[config.mk]
export PLATFORM = sky130hd
export DESIGN_NAME = bit_plane_count
export DESIGN_NICKNAME = d
export VERILOG_FILES = /design/src/rtl/bpc_pkg.sv /design/src/rtl/burst_ctrl.sv /design/src/rtl/band_plane_max.sv /design/src/rtl/plane_count_table.sv /design/src/rtl/bit_plane_count.sv
export SDC_FILE = /design/constraint.sdc
export NUM_CORES = 1
export LEC_CHECK = 0
export BUFFER_PORTS_ARGS = -buffer_cell sky130_fd_sc_hd__buf_2
export CORE_MARGIN = 5
export CORE_UTILIZATION = 50
export CTS_BUF_LIST = sky130_fd_sc_hd__clkbuf_2 sky130_fd_sc_hd__clkbuf_4 sky130_fd_sc_hd__clkbuf_8
export DETAILED_ROUTE_END_ITERATION = 12
export PLACE_DENSITY = 0.68
export SLEW_MARGIN = 0
export SYNTH_ARGS = -nofsm -noshare
export SYNTH_HDL_FRONTEND = slang
export SYNTH_SLANG_ARGS = --single-unit
[constraint.sdc]
create_clock -name clk_mmu -period 2.2 [get_ports clk_mmu]
set_input_delay 0.33 -clock clk_mmu [delete_from_list [all_inputs] [get_ports clk_mmu]]
set_output_delay 0.33 -clock clk_mmu [all_outputs]
set_load 0.02 [all_outputs]
[src/rtl/bpc_pkg.sv]
package bpc_pkg;

	// quantized coefficient, bit 16 carries the sign
	typedef logic [16:0] coef_t;

	// bit-plane count, 0 to 12
	typedef logic [3:0] plane_t;

	// decomposition level, 0 to 4
	typedef logic [2:0] level_t;

	// colour component: y=0, u=1, v=2
	typedef logic [1:0] comp_t;

	// subband index
	typedef logic [1:0] band_t;

	localparam band_t BAND_LL = 2'd0;
	localparam band_t BAND_LH = 2'd1;
	localparam band_t BAND_HL = 2'd2;
	localparam band_t BAND_HH = 2'd3;

	// table geometry
	localparam int NUM_LEVELS = 5;
	localparam int NUM_COMPS = 3;

	// LL lives only at the coarsest level
	localparam level_t TOP_LEVEL = 3'd4;

	// magnitude bits that take part in the search
	// MAG_LSB maps to plane 1, MAG_MSB to plane 12
	localparam int MAG_MSB = 15;
	localparam int MAG_LSB = 4;

	// burst tracking in the controller
	typedef enum logic {
		IDLE,
		BURST
	} ctrl_state_e;

endpackage

[src/rtl/burst_ctrl.sv]
`timescale 1ns/100ps
module burst_ctrl (
	input  logic             clk_mmu,
	input  logic             rst,
	input  logic             clr,
	input  logic             quant_out_vld,
	input  bpc_pkg::level_t  level,
	input  bpc_pkg::comp_t   comp,
	output logic             max_clr,
	output logic             wr_en,
	output bpc_pkg::level_t  wr_level,
	output bpc_pkg::comp_t   wr_comp
);

	bpc_pkg::ctrl_state_e state;
	bpc_pkg::ctrl_state_e state_nxt;
	logic                 burst_start;
	// valid delayed to match the coefficient and plane stages
	logic                 vld_d1;
	logic                 vld_d2;

	assign burst_start = (state == bpc_pkg::IDLE) && quant_out_vld;

	always_comb begin
		state_nxt = state;
		case (state)
			bpc_pkg::IDLE: begin
				if (quant_out_vld) begin
					state_nxt = bpc_pkg::BURST;
				end
			end
			bpc_pkg::BURST: begin
				if (!quant_out_vld) begin
					state_nxt = bpc_pkg::IDLE;
				end
			end
			default: state_nxt = bpc_pkg::IDLE;
		endcase
	end

	always_ff @(posedge clk_mmu or negedge rst) begin
		if (!rst) begin
			state    <= bpc_pkg::IDLE;
			vld_d1   <= 1'b0;
			vld_d2   <= 1'b0;
			max_clr  <= 1'b0;
			wr_en    <= 1'b0;
			wr_level <= '0;
			wr_comp  <= '0;
		end else if (clr) begin
			state    <= bpc_pkg::IDLE;
			vld_d1   <= 1'b0;
			vld_d2   <= 1'b0;
			max_clr  <= 1'b0;
			wr_en    <= 1'b0;
			wr_level <= '0;
			wr_comp  <= '0;
		end else begin
			state  <= state_nxt;
			vld_d1 <= quant_out_vld;
			vld_d2 <= vld_d1;
			// first plane count of the burst is in the count register next cycle
			max_clr <= vld_d1 && !vld_d2;
			// falling edge of the count stage, running max is final next cycle
			wr_en <= vld_d2 && !vld_d1;
			if (burst_start) begin
				wr_level <= level;
				wr_comp  <= comp;
			end
		end
	end

	// comp 3 has no table column
	a_comp_legal: assert property (@(posedge clk_mmu) disable iff (!rst)
		quant_out_vld |-> comp != 2'd3);

endmodule

[src/rtl/band_plane_max.sv]
`timescale 1ns/100ps
module band_plane_max (
	input  logic             clk_mmu,
	input  logic             rst,
	input  logic             clr,
	input  logic             quant_out_vld,
	input  logic             max_clr,
	input  bpc_pkg::coef_t   coef,
	output bpc_pkg::plane_t  band_max
);

	bpc_pkg::coef_t  coef_q;
	bpc_pkg::plane_t plane_nxt;
	bpc_pkg::plane_t plane_q;

	// leading one over the magnitude window, higher bits overwrite lower
	always_comb begin
		plane_nxt = '0;
		for (int i = bpc_pkg::MAG_LSB; i <= bpc_pkg::MAG_MSB; i++) begin
			if (coef_q[i]) begin
				plane_nxt = bpc_pkg::plane_t'(i - bpc_pkg::MAG_LSB + 1);
			end
		end
	end

	always_ff @(posedge clk_mmu or negedge rst) begin
		if (!rst) begin
			coef_q   <= '0;
			plane_q  <= '0;
			band_max <= '0;
		end else if (clr) begin
			coef_q   <= '0;
			plane_q  <= '0;
			band_max <= '0;
		end else begin
			// coefficient holds between beats so the count stays stable
			if (quant_out_vld) begin
				coef_q <= coef;
			end
			plane_q <= plane_nxt;
			if (max_clr) begin
				band_max <= plane_q;
			end else if (plane_q > band_max) begin
				band_max <= plane_q;
			end
		end
	end

	// the search window tops out at plane 12
	a_max_range: assert property (@(posedge clk_mmu) disable iff (!rst)
		band_max <= bpc_pkg::plane_t'(bpc_pkg::MAG_MSB - bpc_pkg::MAG_LSB + 1));

endmodule

[src/rtl/plane_count_table.sv]
`timescale 1ns/100ps
module plane_count_table (
	input  logic             clk_mmu,
	input  logic             rst,
	input  logic             clr,
	input  logic             wr_en,
	input  bpc_pkg::level_t  wr_level,
	input  bpc_pkg::comp_t   wr_comp,
	input  bpc_pkg::plane_t  max_ll,
	input  bpc_pkg::plane_t  max_lh,
	input  bpc_pkg::plane_t  max_hl,
	input  bpc_pkg::plane_t  max_hh,
	input  bpc_pkg::level_t  rd_level,
	input  bpc_pkg::band_t   rd_band,
	input  bpc_pkg::comp_t   rd_comp,
	output bpc_pkg::plane_t  rd_count
);

	// detail subbands per component and level
	bpc_pkg::plane_t lh_mem [bpc_pkg::NUM_COMPS][bpc_pkg::NUM_LEVELS];
	bpc_pkg::plane_t hl_mem [bpc_pkg::NUM_COMPS][bpc_pkg::NUM_LEVELS];
	bpc_pkg::plane_t hh_mem [bpc_pkg::NUM_COMPS][bpc_pkg::NUM_LEVELS];
	// LL at the top level only
	bpc_pkg::plane_t ll_mem [bpc_pkg::NUM_COMPS];

	logic wr_ok;
	logic rd_ok;

	assign wr_ok = wr_en && (wr_level <= bpc_pkg::TOP_LEVEL) &&
		(wr_comp < bpc_pkg::comp_t'(bpc_pkg::NUM_COMPS));
	assign rd_ok = (rd_level <= bpc_pkg::TOP_LEVEL) &&
		(rd_comp < bpc_pkg::comp_t'(bpc_pkg::NUM_COMPS));

	always_ff @(posedge clk_mmu or negedge rst) begin
		if (!rst) begin
			for (int c = 0; c < bpc_pkg::NUM_COMPS; c++) begin
				ll_mem[c] <= '0;
				for (int l = 0; l < bpc_pkg::NUM_LEVELS; l++) begin
					lh_mem[c][l] <= '0;
					hl_mem[c][l] <= '0;
					hh_mem[c][l] <= '0;
				end
			end
		end else if (clr) begin
			for (int c = 0; c < bpc_pkg::NUM_COMPS; c++) begin
				ll_mem[c] <= '0;
				for (int l = 0; l < bpc_pkg::NUM_LEVELS; l++) begin
					lh_mem[c][l] <= '0;
					hl_mem[c][l] <= '0;
					hh_mem[c][l] <= '0;
				end
			end
		end else if (wr_ok) begin
			lh_mem[wr_comp][wr_level] <= max_lh;
			hl_mem[wr_comp][wr_level] <= max_hl;
			hh_mem[wr_comp][wr_level] <= max_hh;
			if (wr_level == bpc_pkg::TOP_LEVEL) begin
				ll_mem[wr_comp] <= max_ll;
			end
		end
	end

	// unmapped addresses read as zero
	always_comb begin
		rd_count = '0;
		if (rd_ok) begin
			case (rd_band)
				bpc_pkg::BAND_LL: begin
					if (rd_level == bpc_pkg::TOP_LEVEL) begin
						rd_count = ll_mem[rd_comp];
					end
				end
				bpc_pkg::BAND_LH: rd_count = lh_mem[rd_comp][rd_level];
				bpc_pkg::BAND_HL: rd_count = hl_mem[rd_comp][rd_level];
				bpc_pkg::BAND_HH: rd_count = hh_mem[rd_comp][rd_level];
				default: rd_count = '0;
			endcase
		end
	end

	// a clear must not race a pending write
	a_no_wr_on_clr: assert property (@(posedge clk_mmu) disable iff (!rst)
		clr |-> !wr_en);

endmodule

[src/rtl/bit_plane_count.sv]
`timescale 1ns/100ps
module bit_plane_count (
	input  logic             clk_mmu,
	input  logic             rst,
	input  logic             clr,
	input  logic             quant_out_vld,
	input  bpc_pkg::coef_t   dina_ll,
	input  bpc_pkg::coef_t   dina_lh,
	input  bpc_pkg::coef_t   dina_hl,
	input  bpc_pkg::coef_t   dina_hh,
	input  bpc_pkg::level_t  level,
	input  bpc_pkg::comp_t   comp,
	input  bpc_pkg::level_t  rd_level,
	input  bpc_pkg::band_t   rd_band,
	input  bpc_pkg::comp_t   rd_comp,
	output bpc_pkg::plane_t  rd_count
);

	logic            max_clr;
	logic            wr_en;
	bpc_pkg::level_t wr_level;
	bpc_pkg::comp_t  wr_comp;
	bpc_pkg::plane_t max_ll;
	bpc_pkg::plane_t max_lh;
	bpc_pkg::plane_t max_hl;
	bpc_pkg::plane_t max_hh;

	burst_ctrl u_ctrl (
		.clk_mmu       (clk_mmu),
		.rst           (rst),
		.clr           (clr),
		.quant_out_vld (quant_out_vld),
		.level         (level),
		.comp          (comp),
		.max_clr       (max_clr),
		.wr_en         (wr_en),
		.wr_level      (wr_level),
		.wr_comp       (wr_comp)
	);

	// one pipeline per subband
	band_plane_max u_ll (
		.clk_mmu       (clk_mmu),
		.rst           (rst),
		.clr           (clr),
		.quant_out_vld (quant_out_vld),
		.max_clr       (max_clr),
		.coef          (dina_ll),
		.band_max      (max_ll)
	);

	band_plane_max u_lh (
		.clk_mmu       (clk_mmu),
		.rst           (rst),
		.clr           (clr),
		.quant_out_vld (quant_out_vld),
		.max_clr       (max_clr),
		.coef          (dina_lh),
		.band_max      (max_lh)
	);

	band_plane_max u_hl (
		.clk_mmu       (clk_mmu),
		.rst           (rst),
		.clr           (clr),
		.quant_out_vld (quant_out_vld),
		.max_clr       (max_clr),
		.coef          (dina_hl),
		.band_max      (max_hl)
	);

	band_plane_max u_hh (
		.clk_mmu       (clk_mmu),
		.rst           (rst),
		.clr           (clr),
		.quant_out_vld (quant_out_vld),
		.max_clr       (max_clr),
		.coef          (dina_hh),
		.band_max      (max_hh)
	);

	plane_count_table u_table (
		.clk_mmu  (clk_mmu),
		.rst      (rst),
		.clr      (clr),
		.wr_en    (wr_en),
		.wr_level (wr_level),
		.wr_comp  (wr_comp),
		.max_ll   (max_ll),
		.max_lh   (max_lh),
		.max_hl   (max_hl),
		.max_hh   (max_hh),
		.rd_level (rd_level),
		.rd_band  (rd_band),
		.rd_comp  (rd_comp),
		.rd_count (rd_count)
	);

endmodule

# ---- After elaboration in Yosys (flattened, before gate mapping)
# Cells that the tools add are included.
dict set report totals {
  regBits 298
  out_inout_bits 4
}
dict set report op_classes {
  bitwise_logic 5
  n_eq_ne 5
  reduce_logical 20
  order_cmp 14
  n_mux 125
}
# op n
set op_table {}
lappend op_table {{two-way mux 60 bit} 6}
lappend op_table {{two-way mux 4 bit} 48}
lappend op_table {{bitwise mux 60 bit} 3}
lappend op_table {{two-way mux 20 bit} 7}
lappend op_table {{two-way mux 16 bit} 8}
lappend op_table {{binary-select mux 20 bit (select 2 bit)} 3}
lappend op_table {{two-way mux 3 bit} 18}
lappend op_table {{demux 20 bit (select 2 bit)} 1}
lappend op_table {{binary-select mux 4 bit (select 3 bit)} 3}
lappend op_table {{two-way mux 12 bit} 3}
lappend op_table {{two-way mux 2 bit} 10}
lappend op_table {{> comparator 4 bit} 4}
lappend op_table {{case mux 4 bit (4 select lines)} 1}
lappend op_table {{bitwise mux 12 bit} 1}
lappend op_table {{demux 4 bit (select 3 bit)} 1}
lappend op_table {{nonzero test 3 bit} 4}
lappend op_table {{two-way mux 1 bit} 10}
lappend op_table {{binary-select mux 4 bit (select 2 bit)} 1}
lappend op_table {{demux 4 bit (select 2 bit)} 1}
lappend op_table {{>= comparator 4 bit, second input constant} 2}
lappend op_table {{logical AND 1 bit} 8}
lappend op_table {{inverter 3 -> 4 bit} 2}
lappend op_table {{nonzero test 2 bit} 4}
lappend op_table {{== test 3 bit, second input constant} 2}
lappend op_table {{other kinds (12)} 18}

# ---- Logic depth before layout (Yosys ltp)
# Gate-level depths: netlist of run 1.
dict set report depth {
  depth_word 13
  mapped_depth 9
  mapped_depth_nobuf 8
}

# ---- Cells and area by module
# Synthesis of run 1 repeated with hierarchy kept, for this count alone.
dict set report hier_totals {
  cells_unflattened 1543
  hier_area_um2 14351.3
}
# module cells_per_inst area_each_um2 seq_area_each_um2 instances
set modules_own_cells {}
lappend modules_own_cells {plane_count_table 1089 9595.5 4804.6 1}
lappend modules_own_cells {band_plane_max 106 1087.3 500.5 4}
lappend modules_own_cells {burst_ctrl 30 406.6 225.2 1}

# ---- Worst setup path before layout of run 1
# OpenSTA, ideal clock, no wires.
dict set report synth_path {
  path_type {input-to-output}
  from {input port rd_level[0]}
  to {output port rd_count[0]}
  setup_slack_ns 0.127
  stages 7
  n_path_buf 3
  arrival_ns 1.743
  path_cell_list {buf_4 -> buf_4 -> buf_4 -> o221ai_1 -> a221oi_1 -> o31ai_1 -> a31oi_1}
}
dict set report synth_via {
  elab_chain_len 6
  elab_cells_between_ends 16
  classes_between {order compare (1); eq/ne (1); mux (12); bitwise (1); reduce/logical (1)}
}
# item line
set synth_rtl {}
lappend synth_rtl {{from (decl)} bit_plane_count.sv:13} ;# input bpc_pkg::level_t rd_level,
lappend synth_rtl {{inverter 3 -> 4 bit (implied by the code)} {plane_count_table.sv:73, plane_count_table.sv:74, plane_count_table.sv:75}}
lappend synth_rtl {{binary-select mux 4 bit (select 3 bit), on equally long branches} {plane_count_table.sv:75, plane_count_table.sv:73, plane_count_table.sv:74}}
lappend synth_rtl {{two-way mux 4 bit, on equally long branches (2 in series)} {plane_count_table.sv:75, plane_count_table.sv:73, plane_count_table.sv:74}}
lappend synth_rtl {{case mux 4 bit (4 select lines)} plane_count_table.sv:67} ;# case (rd_band)
lappend synth_rtl {{two-way mux 4 bit (*)} plane_count_table.sv:66} ;# if (rd_ok) begin
lappend synth_rtl {{to (decl)} bit_plane_count.sv:16} ;# output bpc_pkg::plane_t rd_count
# Mark *: on every way between the ends. The rest lies on a longest branch, timed or not. The select of a mux whose other input is x is not followed.

# ---- Worst setup path after layout of run 1
dict set report layout_path {
  from {register u_table.hl_mem[45] in the netlist's numbering}
  to {output port rd_count[1]}
}
dict set report layout_via {
  elab_chain_len 8
}
# item line
set layout_rtl {}
lappend layout_rtl {{from (decl)} plane_count_table.sv:21} ;# bpc_pkg::plane_t hl_mem [bpc_pkg::NUM_COMPS][bpc_pkg::NUM_LEVELS];
lappend layout_rtl {{from (signal, indexed assignment)} plane_count_table.sv:55} ;# hl_mem[wr_comp][wr_level] <= max_hl;
lappend layout_rtl {{binary-select mux 20 bit (select 2 bit)} plane_count_table.sv:74} ;# bpc_pkg::BAND_HL: rd_count = hl_mem[rd_comp][rd_level];
lappend layout_rtl {{two-way mux 20 bit (implied by the code) (2 in series)} plane_count_table.sv:74}
lappend layout_rtl {{binary-select mux 4 bit (select 3 bit)} plane_count_table.sv:74}
lappend layout_rtl {{two-way mux 4 bit (implied by the code) (2 in series)} plane_count_table.sv:74}
lappend layout_rtl {{case mux 4 bit (4 select lines)} plane_count_table.sv:67}
lappend layout_rtl {{two-way mux 4 bit} plane_count_table.sv:66}
# Every way passes these cells. The select of a mux whose other input is x is not followed.

==> impl_metrics.json, run 1 <==
{
  "status": "finished, violations left",
  "violations": "setup timing",
  "synth_area_sq_um": 13800,
  "leakagePower_nw": 7.58,
  "period_needed_ns": 2.55,
  "synth_area_leaders": "dfrtp_1 (51%), mux2i_1 (11%), a21oi_1 (6.6%), nor2_1 (5.5%), nand2_1 (4.6%)",
  "worst_slew_pin_slew_ns": 0.589,
  "grt_setup_unrepaired": "true",
  "slowest_stage": "dfrtp_1",
  "drive_above_1_share_pct": 18.2,
  "slew_viol_final": 0,
  "drtAntennaViolNets": 0,
  "fin_crit_sh_pct": 116,
  "grt_pass1_wl_microns": 63900,
  "slew_headroom_pct": 60.7,
  "syn_area_per_cell_sq_um": 9.42,
  "diodes": 0,
  "post-route-drc-count": 0,
  "powerDensity_nw_per_um2": 715,
  "cts_buffers": 49,
  "clk_latency_ns": 0.59,
  "ys_types": 60,
  "fp.dieW_microns": 176,
  "finClkSkew_ns": 0.0231,
  "seqCellArea_sq_um": 7030,
  "clockBufferDepth": 3,
  "hold_class": "primary input to register",
  "place_congestion": 0.987,
  "syn_inst": 1463,
  "drt-initial-drc-count": 1114,
  "synth_async_sr_flop_share_pct": 100,
  "hold_viol": 0,
  "yosysSeqAreaShare_pct": 51.0,
  "cts_tree": "built",
  "critPathKind": "register to primary output",
  "grt_pass1_vias": 11700,
  "clk_pin_slew_ns": 0.06,
  "yosysWarningCount": 0,
  "nFillCells": 2231,
  "io_pins": 88,
  "cp_top_family": "compound AO/OA/AOI/OAI gates",
  "synth_commonest_cells": "dfrtp_1 (281), nor2_1 (203), a21oi_1 (181)",
  "vias": 11700,
  "synth_top_area_share_pct": 51.0,
  "crit_chain": "mux2i_1 -> a22oi_1 -> a22oi_1 -> nand3b_1 -> a21o_1 -> a32o_2 -> buf_6",
  "crit_arrival_ns": 2.22,
  "final_cell_area_sq_um": 16800,
  "cap_violations": 0,
  "clockRootBuffer": "clkbuf_8",
  "final_nets": 1725,
  "cp_num_buf_inv": 1,
  "critPathCaptureType": "primary output",
  "hpwl_microns": 25500,
  "slowest_delay_ns": 0.42,
  "routed_wl_microns": 39300,
  "crit_required_ns": 1.87,
  "die_area_sq_um": 31000,
  "yosysMostFrequentCell": "dfrtp_1",
  "port_buffers": 67,
  "fin_ws_ns": -0.345,
  "setup_viol": 4,
  "clock-sinks": 281,
  "drt-vias-per-instance": 5.83,
  "worstPathMaxFanout": 2,
  "start_kind": "register",
  "fmax_mhz": 393,
  "grt_max_degree": 125,
  "synth_edf_count": 0,
  "ir_worst_vdd_uv": 491,
  "start_util_pct": 51.0,
  "yosys_most_used_dff": "dfrtp_1",
  "ys_seq_elements": 281,
  "multi_input_area_sq_um": 6250,
  "finalPower_mw": 12.0,
  "fp.dieH_microns": 176,
  "yosys.area.top_type": "dfrtp_1",
  "dr.pass1.iters": 6,
  "cpMostUsedCell": "a22oi_1",
  "grt-ovfl-total": 0,
  "h-tree-depth": 2,
  "areaGrowthSynthToFinish_pct": 21.9,
  "antenna_found_initial": 0,
  "core_area_sq_um": 27000,
  "track_usage_pct": 25.6,
  "place_area_sq_um": 15000,
  "syn_nets": 1563,
  "rows": 60,
  "wl_per_cell_microns": 19.6
}
## worst paths after layout
check | start | to | slack (ns) | depth (start not counted)
max | u_table.hl_mem[45]$_DFFE_PN0P_ | rd_count[1] | -0.35 | 7
min | dina_ll[14] | u_ll.coef_q[14]$_DFFE_PN0P_ | 0.02 | 3
max reg2reg | u_ll.band_max[1]$_DFFE_PN0P_ | u_ll.band_max[0]$_DFFE_PN0P_ | 0.17 | 8
min reg2reg | u_ctrl.vld_d2$_DFF_PN0_ | u_ctrl.max_clr$_DFF_PN0_ | 0.44 | 1
max in group asynchronous | rst | u_table.ll_mem[10]$_DFFE_PN0P_ | 1.27 | 3
min in group asynchronous | rst | u_table.hh_mem[13]$_DFFE_PN0P_ | 0.25 | 2
## layout by cell type, fill, tap and decap left out, drive strengths merged, types with 14 or more instances in the layout
master / instances
a21oi: 181
buf: 173
clkbuf: 82
dfrtp: 281
dlygate4sd3: 51
ha: 16
inv: 38
mux2i: 151
nand2: 168
nand2b: 23
nand3: 85
nor2: 203
nor2b: 20
nor3: 15
o21ai: 29
o221ai: 25
o22ai: 14
## final cells by class
class / count / area share (%)
Sequential cell: 281 / 41.9
Inverter: 37 / 0.827
Multi-Input combinational cell: 1030 / 37.2
Clock inverter: 8 / 0.469
Tap cell: 341 / 2.54
Clock buffer: 80 / 5.81
Timing Repair Buffer: 226 / 11.3
## where the power goes
part / switching [mW] / internal [mW] / leakage, nW
Sequential: 0.107 / 5.30 / 3.87
Combinational: 0.915 / 0.608 / 3.15
Clock: 2.16 / 2.92 / 0.568
Total: 3.18 / 8.83 / 7.58
## state kept, by name, indices dropped and copies added, names as in the netlist, 4 cells and up
signal	count
u_hl.plane_q	4
u_table.lh_mem	60
u_ll.coef_q	12
u_lh.coef_q	12
u_lh.plane_q	4
u_table.ll_mem	12
u_table.hh_mem	60
u_hh.plane_q	4
u_ll.band_max	4
u_hl.band_max	4
u_lh.band_max	4
u_hh.coef_q	12
u_hl.coef_q	12
u_hh.band_max	4
u_table.hl_mem	60
u_ll.plane_q	4
## worst reg2reg max path, cell delays in order, from the launching register on
cell and delay (ns):
dfrtp_1 0.45, inv_1 0.09, ha_1 0.29, nor2b_1 0.11, o21ai_0 0.08, nand2b_1 0.07, a21oi_1 0.06, o21ai_1 0.37
mux2_2 0.39
## metal layers
metal | part of all wire, % | global-route usage, % | vias to the layer above
li1 | - | - | 5409
met1 | 43 | 35.4 | 5653
met2 | 46 | 39.4 | 493
met3 | 7.9 | 5.93 | 118
met4 | 3.6 | 9.75 | 0
met5 | 0 | 0 | -
## stage by stage
step / worst slack [ns] / hold slack (ns) / util [%] / std cells / setup TNS, ns
5_1_grt: -0.412 / 0.0153 / 62.2 / 2003 / -1.54
4_1_cts: -0.343 / 0.00176 / 61.7 / 1999 / -1.33
2_1_floorplan: 0.127 / 0.0344 / - / 1463 / 0
3_3_place_gp: -0.289 / 0.273 / 55.6 / 1860 / -1.04
3_5_place_dp: -0.385 / 0.272 / 55.6 / 1860 / -1.30
6_report: -0.345 / 0.0184 / 62.2 / 2003 / -1.25
## kinds of logic after synthesis
| logic type | count (synthesis) | synth area share (%) |
|---|---|---|
| buffers and inverters | 152 | 4.81 |
| muxes | 160 | 11.7 |
| adders and majority gates | 16 | 1.45 |
| DFF | 281 | 51.0 |
| and+or+nand+nor | 542 | 17.4 |
| AOI/OAI and AO/OA | 312 | 13.7 |
## repair_timing
item / 4_1_cts / 5_1_grt
pin swaps: 8 / 8
setup endpoints to repair: 4 / 4
endpoints found under the hold margin: 89 / 0
buffers inserted: 0 / 4
hold buffers: 51 / 0
gates resized for setup: 20 / 21
No activity file was read; power rests on OpenSTA's default activity.
==> run 2, diff against run 1 <==
==> constraint.sdc (replaced) <==
create_clock -name clk_mmu -period 2.2 [get_ports clk_mmu]
set_input_delay 0.22 -clock clk_mmu [delete_from_list [all_inputs] [get_ports clk_mmu]]
set_output_delay 0.22 -clock clk_mmu [all_outputs]
set_load 0.02 [all_outputs]
==> run 2 against run 1 <==
Compared with the run above: the flow still finishes with violations (setup timing); first-iteration DRC count is 8.0% higher; clock skew is 0.0086 ns lower; sequential share of layout area is 0.70 points higher; cell count is 1.5% lower; critical path depth stayed put; global-route usage is 0.81 points lower; power is 4.7% lower; highest routed layer unchanged; design area is 1.6% lower; clock power is 11% lower.
==> impl_metrics.json, run 2 (synthesis results as in run 1) <==
{
  "final_core_util_pct": 61.2,
  "drtAntennaViolNets": 0,
  "clockBufferDepth": 3,
  "cap_violations": 0,
  "port_buffers": 67,
  "hold-worst-slack_ns": 0.245,
  "leakagePower_nw": 7.43,
  "routed_wl_microns": 38700,
  "grt_setup_unrepaired": "true",
  "crit_arrival_ns": 2.24,
  "most-common-layout-cells": "dfrtp_1 (280), nor2_1 (200), a21oi_1 (180), nand2_1 (168), mux2i_1 (150)",
  "slowest_stage": "dfrtp_1",
  "powerDensity_nw_per_um2": 693,
  "fin_crit_sh_pct": 112,
  "crit_required_ns": 1.98,
  "fp.dieH_microns": 176,
  "antenna_found_initial": 0,
  "worst_slew_pin_slew_ns": 0.883,
  "track_usage_pct": 24.7,
  "finalPower_mw": 11.5,
  "rrSetupSlack_ns": 0.17,
  "start_util_pct": 51.0,
  "hold_class": "primary input to asynchronous set/reset pin",
  "post-route-drc-count": 0,
  "final_nets": 1708,
  "rows": 60,
  "clockRootBuffer": "clkbuf_8",
  "io_pins": 88,
  "drt-initial-drc-count": 1203,
  "setup_viol": 4,
  "place_ws_ns": -0.177,
  "violations": "setup timing",
  "cp_num_buf_inv": 1,
  "critPathCaptureType": "primary output",
  "top_regs": "u_table.hh_mem: 60 flops, u_table.hl_mem: 60 flops, u_table.lh_mem: 60 flops",
  "numPlacedInstances": 1841,
  "cts_buffers": 47,
  "crit_chain": "mux2i_2 -> a22oi_2 -> a22oi_2 -> nand3b_1 -> a21o_1 -> a32o_2 -> buf_6",
  "slew_headroom_pct": 41.1,
  "hpwl_microns": 24500,
  "diodes": 0,
  "vias": 11500,
  "wl_per_cell_microns": 19.6,
  "grt_max_degree": 176,
  "start_kind": "register",
  "slowest_delay_ns": 0.42,
  "place_congestion": 0.954,
  "hold_viol": 0,
  "clk_pin_slew_ns": 0.06,
  "reg2reg_from": "u_ctrl.wr_comp[1]$_DFFE_PN0P_",
  "dr.pass1.iters": 7,
  "critPathKind": "register to primary output",
  "cpMostUsedCell": "a22oi_2",
  "clk_latency_ns": 0.56,
  "cp_top_family": "compound AO/OA/AOI/OAI gates",
  "drive_above_1_share_pct": 16.7,
  "drt-vias-per-instance": 5.84,
  "ir_worst_vdd_uv": 500,
  "areaGrowthSynthToFinish_pct": 19.9,
  "period_needed_ns": 2.46,
  "grt_pass1_vias": 11400,
  "fin_ws_ns": -0.261,
  "status": "finished, violations left",
  "core_area_sq_um": 27000,
  "fp.dieW_microns": 176,
  "clock-sinks": 281,
  "finalNonFillerCells": 1973,
  "final_common_cell": "dfrtp_1",
  "cts_tree": "built",
  "finClkSkew_ns": 0.0145,
  "multi_input_area_sq_um": 6240,
  "worstPathMaxFanout": 2,
  "r2r_cells": 6,
  "seqCellArea_sq_um": 7030,
  "h-tree-depth": 2,
  "grt-ovfl-total": 0,
  "die_area_sq_um": 31000,
  "grt_pass1_wl_microns": 62000,
  "r2r-end": "u_table.hh_mem[57]$_DFFE_PN0P_",
  "nFillCells": 2212,
  "slew_viol_final": 0,
  "fmax_mhz": 406
}
run 2: cell type report:
| class | instances | area share [%] |
|---|---|---|
| inverter | 37 | 0.840 |
| sequential | 281 | 42.6 |
| tap | 341 | 2.58 |
| clock inverter | 4 | 0.167 |
| timing repair buffer | 211 | 10.8 |
| clock buffer | 69 | 5.25 |
| multi-input combinational | 1030 | 37.8 |
run 2: worst register-to-register path, stage by stage, from the launching register on:
cell,delay [ns]
dfrtp_1,0.39
and2b_1,0.28
nor3b_4,0.21
buf_4,0.28
nand2_1,0.43
nand2_1,0.20
a21oi_1,0.09
run 2: power by group:
part / leakage (nW) / total [mW] / switching [mW] / internal [mW]
logic: 3.08 / 1.51 / 0.922 / 0.593
registers: 3.86 / 5.40 / 0.104 / 5.30
clock network: 0.479 / 4.53 / 2.04 / 2.50
total: 7.43 / 11.5 / 3.06 / 8.39
run 2: worst max path at each step:
stage	start	endpoint	slack (ns)	cells past startpoint
2_1_floorplan	rd_level[0]	rd_count[0]	0.35	7
3_3_place_gp	rd_comp[1]	rd_count[0]	-0.12	8
3_5_place_dp	rd_level[0]	rd_count[1]	-0.18	9
4_1_cts	u_table.hl_mem[45]$_DFFE_PN0P_	rd_count[1]	-0.22	7
5_1_grt	u_table.hl_mem[49]$_DFFE_PN0P_	rd_count[1]	-0.32	7
6_report	u_table.hl_mem[49]$_DFFE_PN0P_	rd_count[1]	-0.26	7
run 2: metrics by stage:
stage          area (sq um)  TNS [ns]
6_report              16500    -0.925
5_1_grt               16500     -1.20
4_1_cts               16400    -0.831
3_5_place_dp          14900    -0.462
3_3_place_gp          14900    -0.379
2_1_floorplan         13800         0
run 2: per-layer routing:
metal  wire [microns]  share of wire [%]  track usage, %
met1            17300                 45            35.9
met2            17800                 46            38.7
met3             2740                7.1            4.28
met4              799                2.1            6.60
met5                0                  0               0
run 2: what timing repair did:
action / 4_1_cts / 5_1_grt
hold buffers: 55 / 0
hold endpoints to repair: 121 / 0
pin swaps: 7 / 10
endpoints found under the setup margin: 4 / 6
gates resized for setup: 20 / 19
setup buffers: 2 / 3
